File: src/rv_core_defines.svh
// rv_core defines: datapath widths, memory depths and the reset program counter
`ifndef RV_CORE_DEFINES_SVH
`define RV_CORE_DEFINES_SVH

// data and instruction width
`define RV_XLEN 32

// register index width, 32 architectural registers
`define RV_REG_ID_W 5

// memory depths in 32-bit words
`define RV_IMEM_DEPTH 256
`define RV_DMEM_DEPTH 256

// first fetch address after reset
`define RV_RESET_PC 32'h0000_0000

`endif

File: src/rv_core_pkg.sv
// rv_core package: shared word, index and address types and control encodings
`include "rv_core_defines.svh"

package rv_core_pkg;

  // data or instruction word
  typedef logic [`RV_XLEN-1:0] word_t;

  // register index
  typedef logic [`RV_REG_ID_W-1:0] reg_id_t;

  // byte address
  typedef logic [`RV_XLEN-1:0] addr_t;

  // alu operations
  // eq and ne give the branch compare in bit 0
  typedef enum logic [3:0] {
    alu_add,
    alu_sub,
    alu_and,
    alu_or,
    alu_xor,
    alu_slt,
    alu_sltu,
    alu_eq,
    alu_ne,
    alu_pass_b
  } alu_op_e;

  // load/store access width
  typedef enum logic {
    mem_byte,
    mem_word
  } mem_width_e;

endpackage
File: src/decode_ctrl_if.sv
// decoded control bundle from the instruction decoder to the datapath
`timescale 1ns/1ps

interface decode_ctrl_if;

  // alu and operand select
  rv_core_pkg::alu_op_e    alu_op;
  logic                    use_imm;
  logic                    use_pc;
  rv_core_pkg::word_t      imm;

  // flow control, already qualified by valid
  logic                    is_jump;
  logic                    is_branch;

  // write-back and memory
  logic                    is_load;
  logic                    reg_wen;
  rv_core_pkg::reg_id_t    rd;
  logic                    mem_wen;
  rv_core_pkg::mem_width_e mem_width;
  logic                    load_unsigned;

  modport decoder (
    output alu_op, use_imm, use_pc, imm, is_jump, is_branch,
    output is_load, reg_wen, rd, mem_wen, mem_width, load_unsigned
  );

  modport execute (
    input alu_op, use_imm, use_pc, is_jump, is_branch, is_load, reg_wen, rd, imm
  );

  modport memory (
    input is_load, mem_wen, mem_width, load_unsigned
  );

endinterface

File: src/instr_decoder.sv
// instruction decoder: splits the fetched word into indices, immediate and control levels
`timescale 1ns/1ps

module instr_decoder (
  input  rv_core_pkg::word_t   inst,
  input  logic                 valid,
  input  logic                 halt_state,
  output rv_core_pkg::reg_id_t rs1,
  output rv_core_pkg::reg_id_t rs2,
  decode_ctrl_if.decoder       ctrl,
  output logic                 is_ebreak,
  output logic                 is_illegal
);
  // major opcodes of the supported subset
  localparam logic [6:0] opc_op_imm = 7'b0010011;
  localparam logic [6:0] opc_op     = 7'b0110011;
  localparam logic [6:0] opc_lui    = 7'b0110111;
  localparam logic [6:0] opc_auipc  = 7'b0010111;
  localparam logic [6:0] opc_jal    = 7'b1101111;
  localparam logic [6:0] opc_jalr   = 7'b1100111;
  localparam logic [6:0] opc_branch = 7'b1100011;
  localparam logic [6:0] opc_load   = 7'b0000011;
  localparam logic [6:0] opc_store  = 7'b0100011;
  localparam logic [6:0] opc_system = 7'b1110011;

  localparam rv_core_pkg::word_t ebreak_word = 32'h0010_0073;

  logic [6:0]         opcode;
  logic [2:0]         funct3;
  logic [6:0]         funct7;
  rv_core_pkg::word_t imm_i;
  rv_core_pkg::word_t imm_s;
  rv_core_pkg::word_t imm_b;
  rv_core_pkg::word_t imm_u;
  rv_core_pkg::word_t imm_j;
  logic               reg_w;
  logic               mem_w;
  logic               jump;
  logic               branch;
  logic               load;
  logic               ebreak;
  logic               illegal;
  logic               live;

  assign opcode = inst[6:0];
  assign funct3 = inst[14:12];
  assign funct7 = inst[31:25];
  assign rs1    = inst[19:15];
  assign rs2    = inst[24:20];

  assign ctrl.rd = inst[11:7];

  // immediate formats, all sign-extended from bit 31
  assign imm_i = {{20{inst[31]}}, inst[31:20]};
  assign imm_s = {{20{inst[31]}}, inst[31:25], inst[11:7]};
  assign imm_b = {{19{inst[31]}}, inst[31], inst[7], inst[30:25], inst[11:8], 1'b0};
  assign imm_u = {inst[31:12], 12'b0};
  assign imm_j = {{11{inst[31]}}, inst[31], inst[19:12], inst[20], inst[30:21], 1'b0};

  always_comb begin
    ctrl.alu_op        = rv_core_pkg::alu_add;
    ctrl.use_imm       = 1'b0;
    ctrl.use_pc        = 1'b0;
    ctrl.imm           = imm_i;
    ctrl.mem_width     = rv_core_pkg::mem_word;
    ctrl.load_unsigned = 1'b0;
    reg_w   = 1'b0;
    mem_w   = 1'b0;
    jump    = 1'b0;
    branch  = 1'b0;
    load    = 1'b0;
    ebreak  = 1'b0;
    illegal = 1'b0;
    case (opcode)
      opc_op_imm: begin
        // addi only
        ctrl.use_imm = 1'b1;
        reg_w        = (funct3 == 3'b000);
        illegal      = (funct3 != 3'b000);
      end
      opc_op: begin
        reg_w = 1'b1;
        case ({funct7, funct3})
          10'b0000000_000: ctrl.alu_op = rv_core_pkg::alu_add;
          10'b0100000_000: ctrl.alu_op = rv_core_pkg::alu_sub;
          10'b0000000_111: ctrl.alu_op = rv_core_pkg::alu_and;
          10'b0000000_110: ctrl.alu_op = rv_core_pkg::alu_or;
          10'b0000000_100: ctrl.alu_op = rv_core_pkg::alu_xor;
          10'b0000000_010: ctrl.alu_op = rv_core_pkg::alu_slt;
          10'b0000000_011: ctrl.alu_op = rv_core_pkg::alu_sltu;
          default: begin
            reg_w   = 1'b0;
            illegal = 1'b1;
          end
        endcase
      end
      opc_lui: begin
        ctrl.alu_op  = rv_core_pkg::alu_pass_b;
        ctrl.use_imm = 1'b1;
        ctrl.imm     = imm_u;
        reg_w        = 1'b1;
      end
      opc_auipc: begin
        ctrl.use_pc  = 1'b1;
        ctrl.use_imm = 1'b1;
        ctrl.imm     = imm_u;
        reg_w        = 1'b1;
      end
      opc_jal: begin
        // target pc + imm comes out of the alu
        ctrl.use_pc  = 1'b1;
        ctrl.use_imm = 1'b1;
        ctrl.imm     = imm_j;
        jump         = 1'b1;
        reg_w        = 1'b1;
      end
      opc_jalr: begin
        ctrl.use_imm = 1'b1;
        jump         = (funct3 == 3'b000);
        reg_w        = (funct3 == 3'b000);
        illegal      = (funct3 != 3'b000);
      end
      opc_branch: begin
        // beq and bne compare rs1 with rs2
        ctrl.imm    = imm_b;
        ctrl.alu_op = (funct3[0]) ? rv_core_pkg::alu_ne : rv_core_pkg::alu_eq;
        branch      = (funct3[2:1] == 2'b00);
        illegal     = (funct3[2:1] != 2'b00);
      end
      opc_load: begin
        ctrl.use_imm       = 1'b1;
        ctrl.load_unsigned = funct3[2];
        ctrl.mem_width     = (funct3 == 3'b010) ? rv_core_pkg::mem_word
                                                : rv_core_pkg::mem_byte;
        // lb, lw and lbu
        if (funct3 == 3'b000 || funct3 == 3'b010 || funct3 == 3'b100) begin
          load  = 1'b1;
          reg_w = 1'b1;
        end else begin
          illegal = 1'b1;
        end
      end
      opc_store: begin
        // sw only
        ctrl.use_imm = 1'b1;
        ctrl.imm     = imm_s;
        mem_w        = (funct3 == 3'b010);
        illegal      = (funct3 != 3'b010);
      end
      opc_system: begin
        ebreak  = (inst == ebreak_word);
        illegal = (inst != ebreak_word);
      end
      default: begin
        illegal = 1'b1;
      end
    endcase
  end

  // nothing acts from a bubble or once the core has stopped
  assign live = valid & ~halt_state;

  assign ctrl.reg_wen   = reg_w & live;
  assign ctrl.mem_wen   = mem_w & live;
  assign ctrl.is_jump   = jump & live;
  assign ctrl.is_branch = branch & live;
  assign ctrl.is_load   = load & live;

  // held in decode while halted, so these stay up
  assign is_ebreak  = ebreak & valid;
  assign is_illegal = illegal & valid;

endmodule

File: src/flat_wrapper.sv
// flat-port wrapper written by rule: the top's interface ports become plain ports
module instr_decoder_flat 
  (inst, valid, halt_state, rs1, rs2, is_ebreak, is_illegal, ctrl_alu_op, ctrl_use_imm, ctrl_use_pc, ctrl_imm, ctrl_is_jump, ctrl_is_branch, ctrl_is_load, ctrl_reg_wen, ctrl_rd, ctrl_mem_wen, ctrl_mem_width, ctrl_load_unsigned);
  decode_ctrl_if ctrl_i ();
  input  rv_core_pkg::word_t inst;
  input  logic valid;
  input  logic halt_state;
  output rv_core_pkg::reg_id_t rs1;
  output rv_core_pkg::reg_id_t rs2;
  output logic is_ebreak;
  output logic is_illegal;
  output wire logic [$bits(ctrl_i.alu_op)-1:0] ctrl_alu_op;
  output wire logic [$bits(ctrl_i.use_imm)-1:0] ctrl_use_imm;
  output wire logic [$bits(ctrl_i.use_pc)-1:0] ctrl_use_pc;
  output wire logic [$bits(ctrl_i.imm)-1:0] ctrl_imm;
  output wire logic [$bits(ctrl_i.is_jump)-1:0] ctrl_is_jump;
  output wire logic [$bits(ctrl_i.is_branch)-1:0] ctrl_is_branch;
  output wire logic [$bits(ctrl_i.is_load)-1:0] ctrl_is_load;
  output wire logic [$bits(ctrl_i.reg_wen)-1:0] ctrl_reg_wen;
  output wire logic [$bits(ctrl_i.rd)-1:0] ctrl_rd;
  output wire logic [$bits(ctrl_i.mem_wen)-1:0] ctrl_mem_wen;
  output wire logic [$bits(ctrl_i.mem_width)-1:0] ctrl_mem_width;
  output wire logic [$bits(ctrl_i.load_unsigned)-1:0] ctrl_load_unsigned;
  assign ctrl_alu_op = ctrl_i.alu_op;
  assign ctrl_use_imm = ctrl_i.use_imm;
  assign ctrl_use_pc = ctrl_i.use_pc;
  assign ctrl_imm = ctrl_i.imm;
  assign ctrl_is_jump = ctrl_i.is_jump;
  assign ctrl_is_branch = ctrl_i.is_branch;
  assign ctrl_is_load = ctrl_i.is_load;
  assign ctrl_reg_wen = ctrl_i.reg_wen;
  assign ctrl_rd = ctrl_i.rd;
  assign ctrl_mem_wen = ctrl_i.mem_wen;
  assign ctrl_mem_width = ctrl_i.mem_width;
  assign ctrl_load_unsigned = ctrl_i.load_unsigned;
  instr_decoder u_core (.inst(inst), .valid(valid), .halt_state(halt_state), .rs1(rs1), .rs2(rs2), .ctrl(ctrl_i), .is_ebreak(is_ebreak), .is_illegal(is_illegal));
endmodule
File: config.mk
export PLATFORM = sky130hd
export DESIGN_NAME = instr_decoder_flat
export DESIGN_NICKNAME = d
export VERILOG_FILES = /design/src/rv_core_pkg.sv /design/src/decode_ctrl_if.sv /design/src/instr_decoder.sv /design/src/flat_wrapper.sv
export VERILOG_INCLUDE_DIRS = /design/src /design/src/src
export SDC_FILE = /design/constraint.sdc
export NUM_CORES = 1
export LEC_CHECK = 0
export BUFFER_PORTS_ARGS = -buffer_cell sky130_fd_sc_hd__buf_4
export CELL_PAD_IN_SITES_DETAIL_PLACEMENT = 1
export CELL_PAD_IN_SITES_GLOBAL_PLACEMENT = 1
export CORE_MARGIN = 4
export CORE_UTILIZATION = 23
export DETAILED_ROUTE_END_ITERATION = 8
export PLACE_DENSITY = 0.84
export SLEW_MARGIN = 40
export SYNTH_ARGS = -nofsm -noshare
export SYNTH_HDL_FRONTEND = slang
export SYNTH_SLANG_ARGS = --single-unit
File: constraint.sdc
create_clock -name vclk -period 3.9
set_input_delay 1.17 -clock vclk [all_inputs]
set_output_delay 1.17 -clock vclk [all_outputs]
set_load 0.01 [all_outputs]
After elaboration in Yosys (flattened, before gate mapping)
Cells that the tools add are included.

storage, ports and cells
  ROM bits = 0
  memories = 0
  register bits = 0
  input bits = 34
  output and inout bits = 62
  bits in writable memories = 0
  bits in latches = 0

operators by class
  multiplexer cells = 20
  eq/ne operators = 21
  divide/modulo/power cells = 0
  multiply operators = 0
  bitwise logic cells = 9
  order comparisons = 0
  shift-type cells = 0
  reductions and logical operators = 13
  add/sub/neg operators = 0

operator list
  operator                                                                    number
  31-bit case mux with 4 select lines                                         1
  32-bit by 21-bit equality test with 1-bit output (second input constant)    1
  32-bit by 21-bit inequality test with 1-bit output (second input constant)  1
  10-bit by 3-bit equality test with 1-bit output (second input constant)     3
  7-bit equality test (second input constant)                                 4
  7-bit by 6-bit equality test with 1-bit output (second input constant)      3
  10-bit by 2-bit equality test with 1-bit output (second input constant)     2
  3-bit case mux with 6 select lines                                          1
  7-bit by 5-bit equality test with 1-bit output (second input constant)      2
  7-bit OR reduction                                                          2
  1-bit 2-to-1 mux                                                            13
  4-bit case mux with 3 select lines                                          1
  10-bit by 9-bit equality test with 1-bit output (second input constant)     1
  10-bit logical NOT                                                          1
  1-bit AND                                                                   8
  7-bit by 2-bit equality test with 1-bit output (second input constant)      1
  1-bit case mux with 7 select lines                                          1
  2-bit OR reduction                                                          3
  4-bit 2-to-1 mux                                                            1
  1-bit case mux with 4 select lines                                          1
  3-bit by 2-bit equality test with 1-bit output (second input constant)      1
  3-bit equality test (second input constant)                                 1
  3-bit logical NOT                                                           1
  3-bit by 2-bit inequality test with 1-bit output (second input constant)    1
  7 further kinds                                                             8

Logic depth before layout (Yosys ltp)
  word-level depth = 6
  depth in mapped cells = 7
  depth with buffers taken out = 5

Worst setup path after synthesis
No wires, ideal clock.

  kind = input-to-output
  from = in inst[5]
  to = out is_illegal
  cell stages on the path = 6
  setup slack = 271 ps
  data arrival time = 2459 ps
  cell sequence = buf_4 -> or4b_1 -> a21oi_2 -> nor2_1 -> o32ai_2 -> o31a_1

on the way
  longest elaborated chain between the ends = 4

RTL lines
  what                                                                    RTL line              text
  from (decl)                                                             flat_wrapper.sv:5     input rv_core_pkg::word_t inst;
  7-bit by 6-bit equality test with 1-bit output (tied with other cells)  instr_decoder.sv:74   case (opcode)
  3-bit OR reduction (no line) or 2-bit OR reduction (tied branches)      n/a
  1-bit case mux with 7 select lines *                                    instr_decoder.sv:74
  1-bit AND *                                                             instr_decoder.sv:171  assign is_illegal = illegal & valid;
  to (decl)                                                               flat_wrapper.sv:11    output logic is_illegal;

Every way passes the cells marked *; elsewhere a longest branch is shown, timed or not.

Final worst setup path
  from = in inst[3]
  to = out is_illegal

Same word-level chain as after synthesis.

==> results.toml <==
[critical_path]
critPathKind = "in -> out"
cp.arrival_ps = 2650
cpPeakStageDelay_ps = 380
worstPathCellList = "buf_4 -> nand3b_4 -> or3_4 -> or2_4 -> o32ai_2 -> o31a_1 -> buf_4"
critPathMaxFanout = 5
cp.required_ps = 2730
cpMostUsedCell = "buf_4"
crit_path_start_kind = "input pin"
cp_slowest_cell = "or3_4"
worstSetupEndpointType = "output port"

[floorplan]
io_pins = 96
die-width_um = 73.4
core_area_sq_um = 4060
die_y_um = 73.4
start_util = 0.243
rows = 23
dieArea_sq_um = 5390

[power_and_ir_drop]
p_leak_nw = 0.888
max-vdd-ir-drop_v = 0.0000360
p_per_area_nw_per_um2 = 97.6

[timing]
slew_violations = 0
hold_ws_ps = 2540
hold_viol = 0
setup_viol = 0
rsz0062_at_grt = "true"
fmax_mhz = 262
slew_headroom = 0.489
post-route-min-period_ps = 3820
worst_pin_slew_ps = 764
finalCritPeriodShare = 0.979

[layout]
drive_gt1_frac = 0.502
n_fill_cell = 549
syn_to_final_growth_pct = 72.4
final_common_cell = "buf_4"
final_cell_mix = "buf_4 (108), a21o_1 (19), nor2_1 (13)"
diodes = 0
nFlopsAndLatches = 0
nets = 269
fin_area_sq_um = 1700
clkbuf_count = 0
multiInputGateArea_sq_um = 806
seq_area_sq_um = 0

[placement]
port_buffers = 96
gp_congestion = 0.842
postPlaceCellArea_sq_um = 1670
dp_hpwl_um = 3910

[logic_synthesis]
synth_seq_area_share = 0
synthCells = 154
synth_area_per_cell_sq_um = 6.39
yosys.cell_types.count = 42
yosysWarningCount = 0
synth.cell_area_sq_um = 985
syn-num-nets = 188

[hold_path]
min_path_type = "in -> out"

[global_route]
overflow = 0
grt_first_pass_wirelength_um = 7020
grt_pass1_vias = 1467
antenna_found_initial = 0
grt_max_degree = 20
gr-usage-all-layers = 0.158

[routing]
ant_nets = 0
routedWlPerCell_um = 16.0
routed_wl_um = 4520
drt_iter0_markers = 43
via_count = 1440
via_per_inst = 5.09
drc_errors = 0
first_pass_iters = 4

[clocking]
postCtsSetupRepairBufs = 0
holdBufCountCts = 0

[run]
drv_cap = 0

[outcome]
status = "complete, no violations"
==> cells by family after synthesis <==
group | Yosys count | share of synthesized area
buffers and inverters | 34 | 0.207
and+or+nand+nor | 71 | 0.412
AOI/OAI and AO/OA | 48 | 0.371
muxes | 1 | 0.0102
==> layer usage <==
metal | part of all wire | GRT usage | up-vias
li1 | - | - | 719
met3 | 0.068 | 0.0178 | 2
met5 | 0 | 0 | -
met2 | 0.51 | 0.281 | 49
met4 | 0.0033 | 0.00604 | 0
met1 | 0.42 | 0.213 | 670
==> path summary, 6_finish.rpt <==
path / from / end / slack, ps / depth (start not counted)
max: inst[3] / is_illegal / 80 / 7
min: inst[16] / rs1[1] / 2540 / 2
==> power breakdown <==
| part | total [mW] | switching (mW) | internal (mW) |
|---|---|---|---|
| registers | 0 | 0 | 0 |
| logic | 0.166 | 0.0801 | 0.0856 |
| clock network | 0 | 0 | 0 |
| total | 0.166 | 0.0801 | 0.0856 |
==> synth_stat cells, types with 4 or more instances <==
library cell / number / share of area
a21o_1: 19 / 0.14
buf_4: 17 / 0.13
nor2_1: 13 / 0.050
nand2_1: 12 / 0.046
nor2b_1: 10 / 0.064
nor3_1: 8 / 0.041
clkbuf_1: 7 / 0.027
nor4_1: 6 / 0.038
a22o_1: 5 / 0.044
inv_1: 5 / 0.019
o21ai_0: 5 / 0.025
buf_2: 4 / 0.020
nand2b_1: 4 / 0.025
==> worst max-delay path, delay by kind of cell <==
kind	cells	cell delay [ps]
and+or+nand+nor	3	830
AOI/OAI and AO/OA	2	410
buffers and inverters	2	230
==> through the flow <==
step	setup WS (ps)	TNS (ps)	std cells	power, mW	utilization
floorplan	271	0	154	0.0800	-
global placement	35.0	0	283	0.162	0.412
detailed placement	-101	-101	283	0.165	0.412
CTS	34.9	0	283	0.166	0.414
global route	-5.75	-5.75	283	0.179	0.418
finish	82.5	0	283	0.166	0.418
==> area by class of cell <==
cell class / instances / share of cell area
Inverter: 5 / 0.0111
Multi-Input combinational cell: 120 / 0.475
Tap cell: 50 / 0.0368
Timing Repair Buffer: 108 / 0.478
==> timing repair <==
action / CTS / global route
resized for setup: 1 / 3
pin swaps: 0 / 1
endpoints found under the hold margin: 0 / 0
setup endpoints to repair: 1 / 3
(Power assumes the default switching activity.)
