$ cat src/rv_core_defines.svh
// rv_core defines: datapath widths, memory depths and the reset program counter
`ifndef RV_CORE_DEFINES_SVH
`define RV_CORE_DEFINES_SVH

// data and instruction width
`define RV_XLEN 32

// register index width, 32 architectural registers
`define RV_REG_ID_W 5

// memory depths in 32-bit words
`define RV_IMEM_DEPTH 256
`define RV_DMEM_DEPTH 256

// first fetch address after reset
`define RV_RESET_PC 32'h0000_0000

`endif

$ cat src/rv_core_pkg.sv
// rv_core package: shared word, index and address types and control encodings
`include "rv_core_defines.svh"

package rv_core_pkg;

  // data or instruction word
  typedef logic [`RV_XLEN-1:0] word_t;

  // register index
  typedef logic [`RV_REG_ID_W-1:0] reg_id_t;

  // byte address
  typedef logic [`RV_XLEN-1:0] addr_t;

  // alu operations
  // eq and ne give the branch compare in bit 0
  typedef enum logic [3:0] {
    alu_add,
    alu_sub,
    alu_and,
    alu_or,
    alu_xor,
    alu_slt,
    alu_sltu,
    alu_eq,
    alu_ne,
    alu_pass_b
  } alu_op_e;

  // load/store access width
  typedef enum logic {
    mem_byte,
    mem_word
  } mem_width_e;

endpackage
$ cat src/decode_ctrl_if.sv
// decoded control bundle from the instruction decoder to the datapath
`timescale 1ns/1ps

interface decode_ctrl_if;

  // alu and operand select
  rv_core_pkg::alu_op_e    alu_op;
  logic                    use_imm;
  logic                    use_pc;
  rv_core_pkg::word_t      imm;

  // flow control, already qualified by valid
  logic                    is_jump;
  logic                    is_branch;

  // write-back and memory
  logic                    is_load;
  logic                    reg_wen;
  rv_core_pkg::reg_id_t    rd;
  logic                    mem_wen;
  rv_core_pkg::mem_width_e mem_width;
  logic                    load_unsigned;

  modport decoder (
    output alu_op, use_imm, use_pc, imm, is_jump, is_branch,
    output is_load, reg_wen, rd, mem_wen, mem_width, load_unsigned
  );

  modport execute (
    input alu_op, use_imm, use_pc, is_jump, is_branch, is_load, reg_wen, rd, imm
  );

  modport memory (
    input is_load, mem_wen, mem_width, load_unsigned
  );

endinterface

$ cat src/execute_unit.sv
// execute unit: operand select, ALU, branch and jump redirect, write-back select
`timescale 1ns/1ps

module execute_unit (
  input  rv_core_pkg::addr_t   pc,
  input  rv_core_pkg::word_t   rdata1,
  input  rv_core_pkg::word_t   rdata2,
  decode_ctrl_if.execute       ctrl,
  input  rv_core_pkg::word_t   load_data,
  output rv_core_pkg::addr_t   mem_addr,
  output rv_core_pkg::word_t   store_data,
  output logic                 redirect,
  output rv_core_pkg::addr_t   target,
  output logic                 wb_en,
  output rv_core_pkg::reg_id_t wb_rd,
  output rv_core_pkg::word_t   wb_data
);
  rv_core_pkg::word_t op_a;
  rv_core_pkg::word_t op_b;
  rv_core_pkg::word_t alu_result;
  rv_core_pkg::addr_t branch_target;
  rv_core_pkg::addr_t jump_target;

  // pc for auipc and jal
  assign op_a = ctrl.use_pc ? pc : rdata1;
  assign op_b = ctrl.use_imm ? ctrl.imm : rdata2;

  always_comb begin
    case (ctrl.alu_op)
      rv_core_pkg::alu_add:    alu_result = op_a + op_b;
      rv_core_pkg::alu_sub:    alu_result = op_a - op_b;
      rv_core_pkg::alu_and:    alu_result = op_a & op_b;
      rv_core_pkg::alu_or:     alu_result = op_a | op_b;
      rv_core_pkg::alu_xor:    alu_result = op_a ^ op_b;
      rv_core_pkg::alu_slt:    alu_result = rv_core_pkg::word_t'($signed(op_a) < $signed(op_b));
      rv_core_pkg::alu_sltu:   alu_result = rv_core_pkg::word_t'(op_a < op_b);
      rv_core_pkg::alu_eq:     alu_result = rv_core_pkg::word_t'(op_a == op_b);
      rv_core_pkg::alu_ne:     alu_result = rv_core_pkg::word_t'(op_a != op_b);
      rv_core_pkg::alu_pass_b: alu_result = op_b;
      default:                 alu_result = '0;
    endcase
  end

  // branch offset is relative to the branch itself
  assign branch_target = pc + ctrl.imm;
  // jal and jalr both drop bit 0
  assign jump_target   = {alu_result[$bits(alu_result)-1:1], 1'b0};

  // compare result sits in bit 0
  assign redirect = ctrl.is_jump | (ctrl.is_branch & alu_result[0]);
  assign target   = ctrl.is_jump ? jump_target : branch_target;

  // effective address for loads and stores
  assign mem_addr   = alu_result;
  assign store_data = rdata2;

  // writes to x0 are not reported
  assign wb_en = ctrl.reg_wen & (ctrl.rd != '0);
  assign wb_rd = ctrl.rd;

  always_comb begin
    if (ctrl.is_jump) begin
      // link address
      wb_data = pc + rv_core_pkg::addr_t'(4);
    end else if (ctrl.is_load) begin
      wb_data = load_data;
    end else begin
      wb_data = alu_result;
    end
  end

endmodule

$ cat src/flat_wrapper.sv
// flat-port wrapper written by rule: the top's interface ports become plain ports
module execute_unit_flat 
  (pc, rdata1, rdata2, load_data, mem_addr, store_data, redirect, target, wb_en, wb_rd, wb_data, ctrl_alu_op, ctrl_use_imm, ctrl_use_pc, ctrl_is_jump, ctrl_is_branch, ctrl_is_load, ctrl_reg_wen, ctrl_rd, ctrl_imm);
  decode_ctrl_if ctrl_i ();
  input  rv_core_pkg::addr_t pc;
  input  rv_core_pkg::word_t rdata1;
  input  rv_core_pkg::word_t rdata2;
  input  rv_core_pkg::word_t load_data;
  output rv_core_pkg::addr_t mem_addr;
  output rv_core_pkg::word_t store_data;
  output logic redirect;
  output rv_core_pkg::addr_t target;
  output logic wb_en;
  output rv_core_pkg::reg_id_t wb_rd;
  output rv_core_pkg::word_t wb_data;
  input wire logic [$bits(ctrl_i.alu_op)-1:0] ctrl_alu_op;
  input wire logic [$bits(ctrl_i.use_imm)-1:0] ctrl_use_imm;
  input wire logic [$bits(ctrl_i.use_pc)-1:0] ctrl_use_pc;
  input wire logic [$bits(ctrl_i.is_jump)-1:0] ctrl_is_jump;
  input wire logic [$bits(ctrl_i.is_branch)-1:0] ctrl_is_branch;
  input wire logic [$bits(ctrl_i.is_load)-1:0] ctrl_is_load;
  input wire logic [$bits(ctrl_i.reg_wen)-1:0] ctrl_reg_wen;
  input wire logic [$bits(ctrl_i.rd)-1:0] ctrl_rd;
  input wire logic [$bits(ctrl_i.imm)-1:0] ctrl_imm;
  assign ctrl_i.alu_op = ctrl_alu_op;
  assign ctrl_i.use_imm = ctrl_use_imm;
  assign ctrl_i.use_pc = ctrl_use_pc;
  assign ctrl_i.is_jump = ctrl_is_jump;
  assign ctrl_i.is_branch = ctrl_is_branch;
  assign ctrl_i.is_load = ctrl_is_load;
  assign ctrl_i.reg_wen = ctrl_reg_wen;
  assign ctrl_i.rd = ctrl_rd;
  assign ctrl_i.imm = ctrl_imm;
  execute_unit u_core (.pc(pc), .rdata1(rdata1), .rdata2(rdata2), .ctrl(ctrl_i), .load_data(load_data), .mem_addr(mem_addr), .store_data(store_data), .redirect(redirect), .target(target), .wb_en(wb_en), .wb_rd(wb_rd), .wb_data(wb_data));
endmodule
$ cat config.mk
export PLATFORM = sky130hd
export DESIGN_NAME = execute_unit_flat
export DESIGN_NICKNAME = d
export VERILOG_FILES = /design/src/rv_core_pkg.sv /design/src/decode_ctrl_if.sv /design/src/execute_unit.sv /design/src/flat_wrapper.sv
export VERILOG_INCLUDE_DIRS = /design/src /design/src/src
export SDC_FILE = /design/constraint.sdc
export NUM_CORES = 1
export LEC_CHECK = 0
export ABC_AREA = 1
export BUFFER_PORTS_ARGS = -buffer_cell sky130_fd_sc_hd__buf_2
export CAP_MARGIN = 20
export CORE_UTILIZATION = 45
export DETAILED_ROUTE_END_ITERATION = 6
export PLACE_DENSITY = 0.76
export SYNTH_ARGS = -nofsm -noshare
export SYNTH_HDL_FRONTEND = slang
export SYNTH_SLANG_ARGS = --single-unit
$ cat constraint.sdc
create_clock -name vclk -period 3.1
set_input_delay 0.155 -clock vclk [all_inputs]
set_output_delay 0.155 -clock vclk [all_outputs]
set_load 0.01 [all_outputs]
# Word level (Yosys, flattened, before mapping)
# Cells that the tools add are included.
[totals]
inputBits = 175
output_inout_bits = 135
elab_cells = 31
register_bits = 0
[classes]
n_eq_ne = 11
bitwise = 6
n_lt_le_gt_ge = 2
n_mux = 6
reduce_logical = 2
addsub = 4
[op_table]
columns = ["operator", "n"]
rows = [
  ["32-bit one-hot mux with 10 select lines", 1],
  ["32-bit two-way mux", 5],
  ["32-bit adder", 2],
  ["32-bit less-than comparator", 2],
  ["32-bit by 3-bit adder with 32-bit output, second input constant", 1],
  ["32-bit AND", 1],
  ["32-bit == test", 1],
  ["32-bit != test", 1],
  ["32-bit bitwise OR", 1],
  ["32-bit subtractor", 1],
  ["32-bit XOR", 1],
  ["4-bit by 3-bit == test with 1-bit output, second input constant", 4],
  ["4-bit by 2-bit == test with 1-bit output, second input constant", 2],
  ["4-bit == test, second input constant", 2],
  ["5-bit nonzero test", 1],
  ["4-bit by 1-bit == test with 1-bit output, second input constant", 1],
  ["4-bit zero test", 1],
  ["1-bit AND", 2],
  ["1-bit bitwise OR", 1],
]

# Logic depth before layout (Yosys ltp)
# Gate-level depths: netlist (run 1).
[logic_depth]
depth_word = 5
mapped_depth = 21
mapped_depth_nobuf = 20

# Worst setup path after synthesis (run 1)
# Ideal clock, no wire load.
[synth_timing]
path_kind = "input port to output port"
from = "input port ctrl_use_pc"
to = "output port wb_data[16]"
path_stages = 19
required_ns = 2.945
arrival_ns = 2.593
slack_ns = 0.352
path_cell_list = "clkbuf_1 -> clkbuf_1 -> nand2_1 -> o21ai_0 -> inv_1 -> ha_1 -> inv_1 -> fa_1 -> inv_1 -> nand3_1 -> nand3_1 -> nand2_1 -> nand2_1 -> inv_1 -> o211ai_1 -> nand3_1 -> nand3_2 -> nor2_1 -> o21ai_1"
[synth_between]
elab_chain_cells = 5
word_cells_on_any_way = 9
classes_between = "2 x add/sub; 4 x mux; 3 x bitwise"
[synth_rtl]
columns = ["element", "line", "source"]
rows = [
  ["start: declaration", "flat_wrapper.sv:18", "input wire logic [$bits(ctrl_i.use_pc)-1:0] ctrl_use_pc;"],
  ["32-bit two-way mux (*)", "execute_unit.sv:25", "assign op_a = ctrl.use_pc ? pc : rdata1;"],
  ["32-bit subtractor, or another cell as far along", "execute_unit.sv:31", "rv_core_pkg::alu_sub: alu_result = op_a - op_b;"],
  ["32-bit one-hot mux with 10 select lines (*)", "execute_unit.sv:29", "case (ctrl.alu_op)"],
  ["net mem_addr[16]", "flat_wrapper.sv:9", "output rv_core_pkg::addr_t mem_addr;"],
  ["32-bit two-way mux (*)", "execute_unit.sv:65", "end else if (ctrl.is_load) begin"],
  ["32-bit two-way mux (*)", "execute_unit.sv:62", "if (ctrl.is_jump) begin"],
  ["end: declaration", "flat_wrapper.sv:15", "output rv_core_pkg::word_t wb_data;"],
]
# The timed path passes the listed nets; every way through them passes the cells marked *.

# Worst setup path after layout (run 1)
[layout_timing]
from = "input port ctrl_use_imm"
to = "output port wb_data[17]"
[layout_between]
elab_chain_cells = 5
word_cells_on_any_way = 9
classes_between = "2 x add/sub; 4 x mux; 3 x bitwise"
[layout_rtl]
columns = ["element", "line", "source"]
rows = [
  ["start: declaration", "flat_wrapper.sv:17", "input wire logic [$bits(ctrl_i.use_imm)-1:0] ctrl_use_imm;"],
  ["32-bit two-way mux (*)", "execute_unit.sv:26", "assign op_b = ctrl.use_imm ? ctrl.imm : rdata2;"],
  ["32-bit subtractor, or another cell as far along", "execute_unit.sv:31", ""],
  ["32-bit one-hot mux with 10 select lines (*)", "execute_unit.sv:29", ""],
  ["32-bit two-way mux (*)", "execute_unit.sv:65", ""],
  ["32-bit two-way mux (*)", "execute_unit.sv:62", ""],
]
# Mark *: on every way between the ends. The rest lies on a longest branch, timed or not.

==> reports/summary.txt, run 1 <==
GR peak layer = met2
DIE AREA = 0.02651 sq mm
Syn Inst Count = 2266
Max VDD drop = 0.0001303 V
Slowest cell on crit path = ha_1
CP cell instances = buf_6, buf_12, o21ai_1, ha_1, nor2_1, nand2_1, nor2_2, buf_4, nand3_1, nand3_1, nand2_1, nand3_1, nand3_2, o21ai_1, nand2_1, buf_2
IO Port Bufs = 310
routed vias/inst = 5.554
Largest stage delay, worst path = 0.43 ns
met2 Use GR = 0.6778
Crit path buffers/inverters = 4
Crit path max-delay family = simple AND/OR/NAND/NOR gates
DRT antenna net count = 0
synth top area cells = nand2_1 22%, ha_1 14%, inv_1 13%
Die Span Y = 162.8 microns
Netlist cell types = 53
# setup viols final = 0
Hold Violations, Final = 0
Mean Syn Cell Area = 5.137 sq um
aggregate global-route resource usage = 0.4262
final net count = 3027
WHS = 0.5036 ns
die width = 162.8 microns
antenna violations before repair = 2
WL final = 59.40 mm
Rows = 58
Area growth, synth to finish = 32.25%
critical path endpoint category = primary output
Synth Cell Area = 0.01164 sq mm
Overflow after GRT = 0
share of layout cells above drive strength 1 = 0.2860
Hold Path Sink = wb_rd[3]
First-pass DRT Iterations = 6
Max FO, Critical Path = 19
met3 usage = 0.06850
sequential fraction of the synthesis area = 0
Core ar. = 0.02525 sq mm
Max Cap Viol = 0
Slew Viols, Final = 0
Seq cells = 0
register area = 0 sq um
Setup crit start kind = primary input
routed len/inst = 19.48 microns
met1 usage = 0.5836
Crit Path Class = in -> out
area of the multi-input gates = 0.009888 sq mm
Worst Path Required = 2.94 ns
Starting Density = 0.4609
status = complete, no violations
worst path arrival time = 2.88 ns
Synth warnings = 0
Pwr per Cell Area = 241.2 mW/mm^2
highest clock rate = 329.9 MHz
unrepaired setup endpoints after global routing = yes
I/O pin count = 310
routability cong. = 1.082
Worst Max-Slew Pin Slew = 0.7868 ns
vias in the first global route = 15520
leading area contributor after synthesis = nand2_1
Min-Delay Startpoint = ctrl_rd[3]
relative slew slack = 0.4747
Total Power = 3713 uW
DRC Markers = 0
Vias = 16935
worst min path class = in -> out
Worst Hold Path Cells = 2
DR iter-0 viols = 2017
DP Wirelength = 50.20 mm
area share of the largest cell type after synthesis = 0.2235
first-pass GRT wire length = 86.46 mm
clock buf count = 0
Post-Syn Nets = 2574
static leakage = 0.008938 uW
largest net degree at the start of global routing = 48
Tmin final = 3.031 ns
fill count = 2650
final period utilization = 0.9779
[power breakdown]
group / switching, uW / total [uW] / internal, uW
Sequential: 0 / 0 / 0
Clock: 0 / 0.0000863 / 0.0000863
Combinational: 2300 / 3710 / 1420
Total: 2300 / 3710 / 1420
[what timing repair did]
item	CTS	global route
pin swaps	0	17
cloned	0	3
setup endpoints to repair	11	78
resized for setup	7	161
buffers inserted	0	3
hold buffers	0	0
[kinds of logic after synthesis]
family	Yosys count	share of synthesized area
xor gates and xnor gates	18	0.01354
AOI/OAI and AO/OA	366	0.1867
adders and majority gates	133	0.1449
and+or+nand+nor	1223	0.4610
buffers and inverters	526	0.1938
[how the worst max path moves through the flow]
stage          cells past startpoint  slack, ns            to         start
3_3_place_gp                      19      -0.04   wb_data[13]  ctrl_use_imm
4_1_cts                           18      0.004    target[26]  ctrl_use_imm
5_1_grt                           21      -0.05   wb_data[27]  ctrl_use_imm
2_1_floorplan                     19       0.35   wb_data[16]   ctrl_use_pc
3_5_place_dp                      16      -0.09  mem_addr[21]  ctrl_use_imm
6_report                          16       0.07   wb_data[17]  ctrl_use_imm
[stage by stage]
| stage | instances | worst slack (ns) | setup TNS (ns) | util | area [sq um] |
|---|---|---|---|---|---|
| floorplan | 2266 | 0.3520 | 0 | - | 11640 |
| global placement | 3041 | -0.04034 | -0.04034 | 0.5850 | 14770 |
| detailed placement | 3041 | -0.08967 | -0.4535 | 0.5850 | 14770 |
| CTS | 3041 | 0.003651 | 0 | 0.5856 | 14790 |
| global route | 3047 | -0.04763 | -0.1792 | 0.6093 | 15390 |
| finish | 3049 | 0.06866 | 0 | 0.6095 | 15390 |
[per-layer routing]
metal	up-vias	routed length, microns	share of wire
li1	8128	-	-
met1	7650	24050	0.40
met2	1029	25590	0.43
met3	126	7339	0.12
met4	2	2410	0.041
met5	-	13	0.00022
[layout make-up]
class                           count  share of cell area
Multi-Input combinational cell   1740              0.6424
Timing Repair Buffer              561              0.2290
Inverter                          416              0.1014
Tap cell                          330             0.02682
Antenna cell                        2           0.0003251
[synth_stat cells (all sizes together), types with 2 or more instances]
| cell | number |
|---|---|
| nand4 | 43 |
| and3 | 2 |
| or2 | 4 |
| a211oi | 2 |
| inv | 413 |
| a21oi | 95 |
| o21ai | 175 |
| ha | 130 |
| nor3b | 2 |
| o221ai | 3 |
| a21boi | 2 |
| nand3b | 3 |
| o22ai | 38 |
| a21o | 4 |
| nand3 | 184 |
| a221oi | 23 |
| buf | 88 |
| and2 | 2 |
| xnor2 | 9 |
| nor2 | 226 |
| nor3 | 30 |
| clkbuf | 22 |
| clkinv | 3 |
| xor2 | 9 |
| nand2 | 712 |
| nor4 | 14 |
| o31ai | 3 |
| fa | 3 |
| a31oi | 3 |
| o21bai | 10 |
| o211ai | 5 |
[cell usage in the layout (no fill, tap or decap), types with 42 or more instances in the layout]
| cell type | count |
|---|---|
| nand2_1 | 685 |
| inv_1 | 395 |
| buf_2 | 307 |
| buf_4 | 245 |
| nor2_1 | 184 |
| nand3_1 | 141 |
| o21ai_0 | 105 |
| ha_1 | 105 |
| a21oi_1 | 88 |
| o21ai_1 | 47 |
| nand3_2 | 43 |
| nand4_1 | 42 |
(Power assumes the default switching activity.)
==> run 2, diff against run 1 <==
--- a/config.mk
+++ b/config.mk
@@ -11,7 +11,7 @@
 export CAP_MARGIN = 20
 export CORE_UTILIZATION = 45
 export DETAILED_ROUTE_END_ITERATION = 6
-export PLACE_DENSITY = 0.76
+export PLACE_DENSITY = 0.73
 export SYNTH_ARGS = -nofsm -noshare
 export SYNTH_HDL_FRONTEND = slang
 export SYNTH_SLANG_ARGS = --single-unit
==> constraint.sdc (replaced) <==
create_clock -name vclk -period 2.7
set_input_delay 0.135 -clock vclk [all_inputs]
set_output_delay 0.135 -clock vclk [all_outputs]
set_load 0.01 [all_outputs]
==> reports/summary.txt, run 2 (synthesis gave the netlist of run 1 again) <==
status = finished with violations
violated checks = DRC, setup timing
final net count = 3199 (+5.7%)
final period utilization = 1.054
most frequent CP cell = nand2_1
DRC Markers = 21 (+21)
routed len/inst = 19.57 microns (+0.43%)
Max Cap Viol = 0 (unchanged)
Max VDD drop = 0.0001809 V (+39%)
Power Internal = 2072 uW (+46%)
aggregate global-route resource usage = 0.4469 (+0.02072)
critical path endpoint category = primary output
unrepaired setup endpoints after global routing = yes
pre-CTS setup slack = -0.5914 ns (-0.5017 ns)
relative slew slack = 0.3194 (-0.1553)
Max FO, Critical Path = 9 (-10)
Comb pwr share = 1.000 (about the same)
Tmin final = 2.846 ns
Switching Fraction = 0.5912 (-0.02742)
Final Worst Setup Slack = -0.1463 ns (-0.2150 ns)
antenna violations before repair = 4 (+2)
highest clock rate = 351.3 MHz
DIE AREA = 0.02651 sq mm (unchanged)
post-route cell area = 0.01809 sq mm (+18%)
Die Span Y = 162.8 microns (unchanged)
Seq cells = 0 (unchanged)
Starting Density = 0.4609 (unchanged)
DR iter-0 viols = 2496 (+24%)
Placed Area = 0.01595 sq mm (+8.0%)
clock buf count = 0 (unchanged)
Slew Viols, Final = 0 (unchanged)
vias in the first global route = 16374 (+5.5%)
Area growth, synth to finish = 55.44%
most common cell after layout, fill and taps aside = nand2_1
first-pass GRT wire length = 90.94 mm (+5.2%)
worst min path class = in -> out
Pwr per Cell Area = 280.1 mW/mm^2 (+16%)
static leakage = 0.01008 uW (+13%)
First-pass DRT Iterations = 7 (+1)
share of layout cells above drive strength 1 = 0.4036 (+0.1176)
Vias = 18196 (+7.4%)
# hold bufs at CTS = 0 (unchanged)
routed vias/inst = 5.649 (+1.7%)
Setup crit start kind = primary input
Clk network pwr share = 0 (unchanged)
Overflow after GRT = 0 (unchanged)
WL final = 63.02 mm (+6.1%)
worst path arrival time = 2.71 ns (-0.17 ns)
Worst Max-Slew Pin Slew = 1.021 ns (+0.2341 ns)
sequential share of power = 0 (unchanged)
Slowest cell on crit path = ha_4
# setup viols final = 47 (+47)
Core ar. = 0.02525 sq mm (unchanged)
Layout Utilization = 0.7165 (+0.1069)
DP Wirelength = 51.01 mm (+1.6%)
most frequent cells in the layout = 603 x nand2_1, 389 x buf_4, 373 x inv_1
I/O pin count = 310 (unchanged)
IO Port Bufs = 310 (unchanged)
Rows = 58 (unchanged)
Hold Violations, Final = 0 (unchanged)
Worst Path Required = 2.57 ns (-0.37 ns)
routability cong. = 1.053 (-2.7%)
Largest stage delay, worst path = 0.32 ns (-0.11 ns)
Crit Path Class = in -> out
switching pwr = 2996 uW (+30%)
CP cell instances = buf_8, buf_8, bufbuf_16, nand2_2, o21ai_2, buf_6, ha_4, nor2_1, buf_4, nand2_1, inv_1, nand2_1, nand2_1, a21oi_2, nand2_1, nand2_1, nand3_1, nand3_2, nand2_2, nand2_2, buf_2
largest net degree at the start of global routing = 85 (+77%)
die width = 162.8 microns (unchanged)
DRT antenna net count = 0 (unchanged)
register area = 0 sq um (unchanged)
## run 2: changes by cell type in the layout (fill, tap and decap cells not counted), sizes merged
cell	previous run	this run
bufbuf	0	1
buf	559	731
clkbuf	2	1
## run 2: path summary, 6_finish.rpt
path / start / to / slack (ns) / depth (start not counted)
max: ctrl_use_imm / target[30] / -0.15 / 21
min: ctrl_rd[1] / wb_rd[1] / 0.46 / 2
## run 2: worst max-delay path, delay by kind of cell
kind,cells,cell delay (ns)
AO/OA/AOI/OAI,2,0.21
adder cells (fa/ha/maj),1,0.32
buffers and inverters,7,0.99
AND/OR/NAND/NOR,11,1.01
## run 2: metal layers
layer	global-route usage	vias up	share of wire
met5	0	-	0.00032
met1	0.6022	8319	0.40
met3	0.07359	212	0.12
met2	0.7242	1175	0.44
met4	0.1304	4	0.044
li1	-	8486	-
## run 2: area by class of cell
type | count | area (sq um)
timing repair buffer | 733 | 5060
inverter | 416 | 1564
antenna | 2 | 5.005
multi-input combinational | 1740 | 11050
tap | 330 | 412.9
fill | 2343 | 7161
## run 2: power by group through the flow
stage | Clock [uW] | Sequential, uW | Combinational (uW)
3_5_place_dp | 0 | 0 | 4130
2_1_floorplan | 0 | 0 | 2240
4_1_cts | 0 | 0 | 4580
5_1_grt | 0 | 0 | 5390
3_3_place_gp | 0 | 0 | 4080
6_report | 0.0000991 | 0 | 5070
## run 2: stage by stage
stage	total power, uW	TNS, ns	instances	hold slack, ns
global route	5386	-9.435	3219	0.4681
floorplan	2240	0	2266	0.3618
CTS	4582	-0.4003	3209	0.4639
detailed placement	4134	-26.92	3189	0.4645
finish	5068	-3.241	3221	0.4622
global placement	4081	-24.63	3189	0.4645
## run 2: what timing repair did
action | CTS | global route
gates cloned | 4 | 1
setup endpoints to repair | 91 | 81
gates resized for setup | 314 | 190
buffers inserted | 16 | 10
pin swaps | 63 | 60
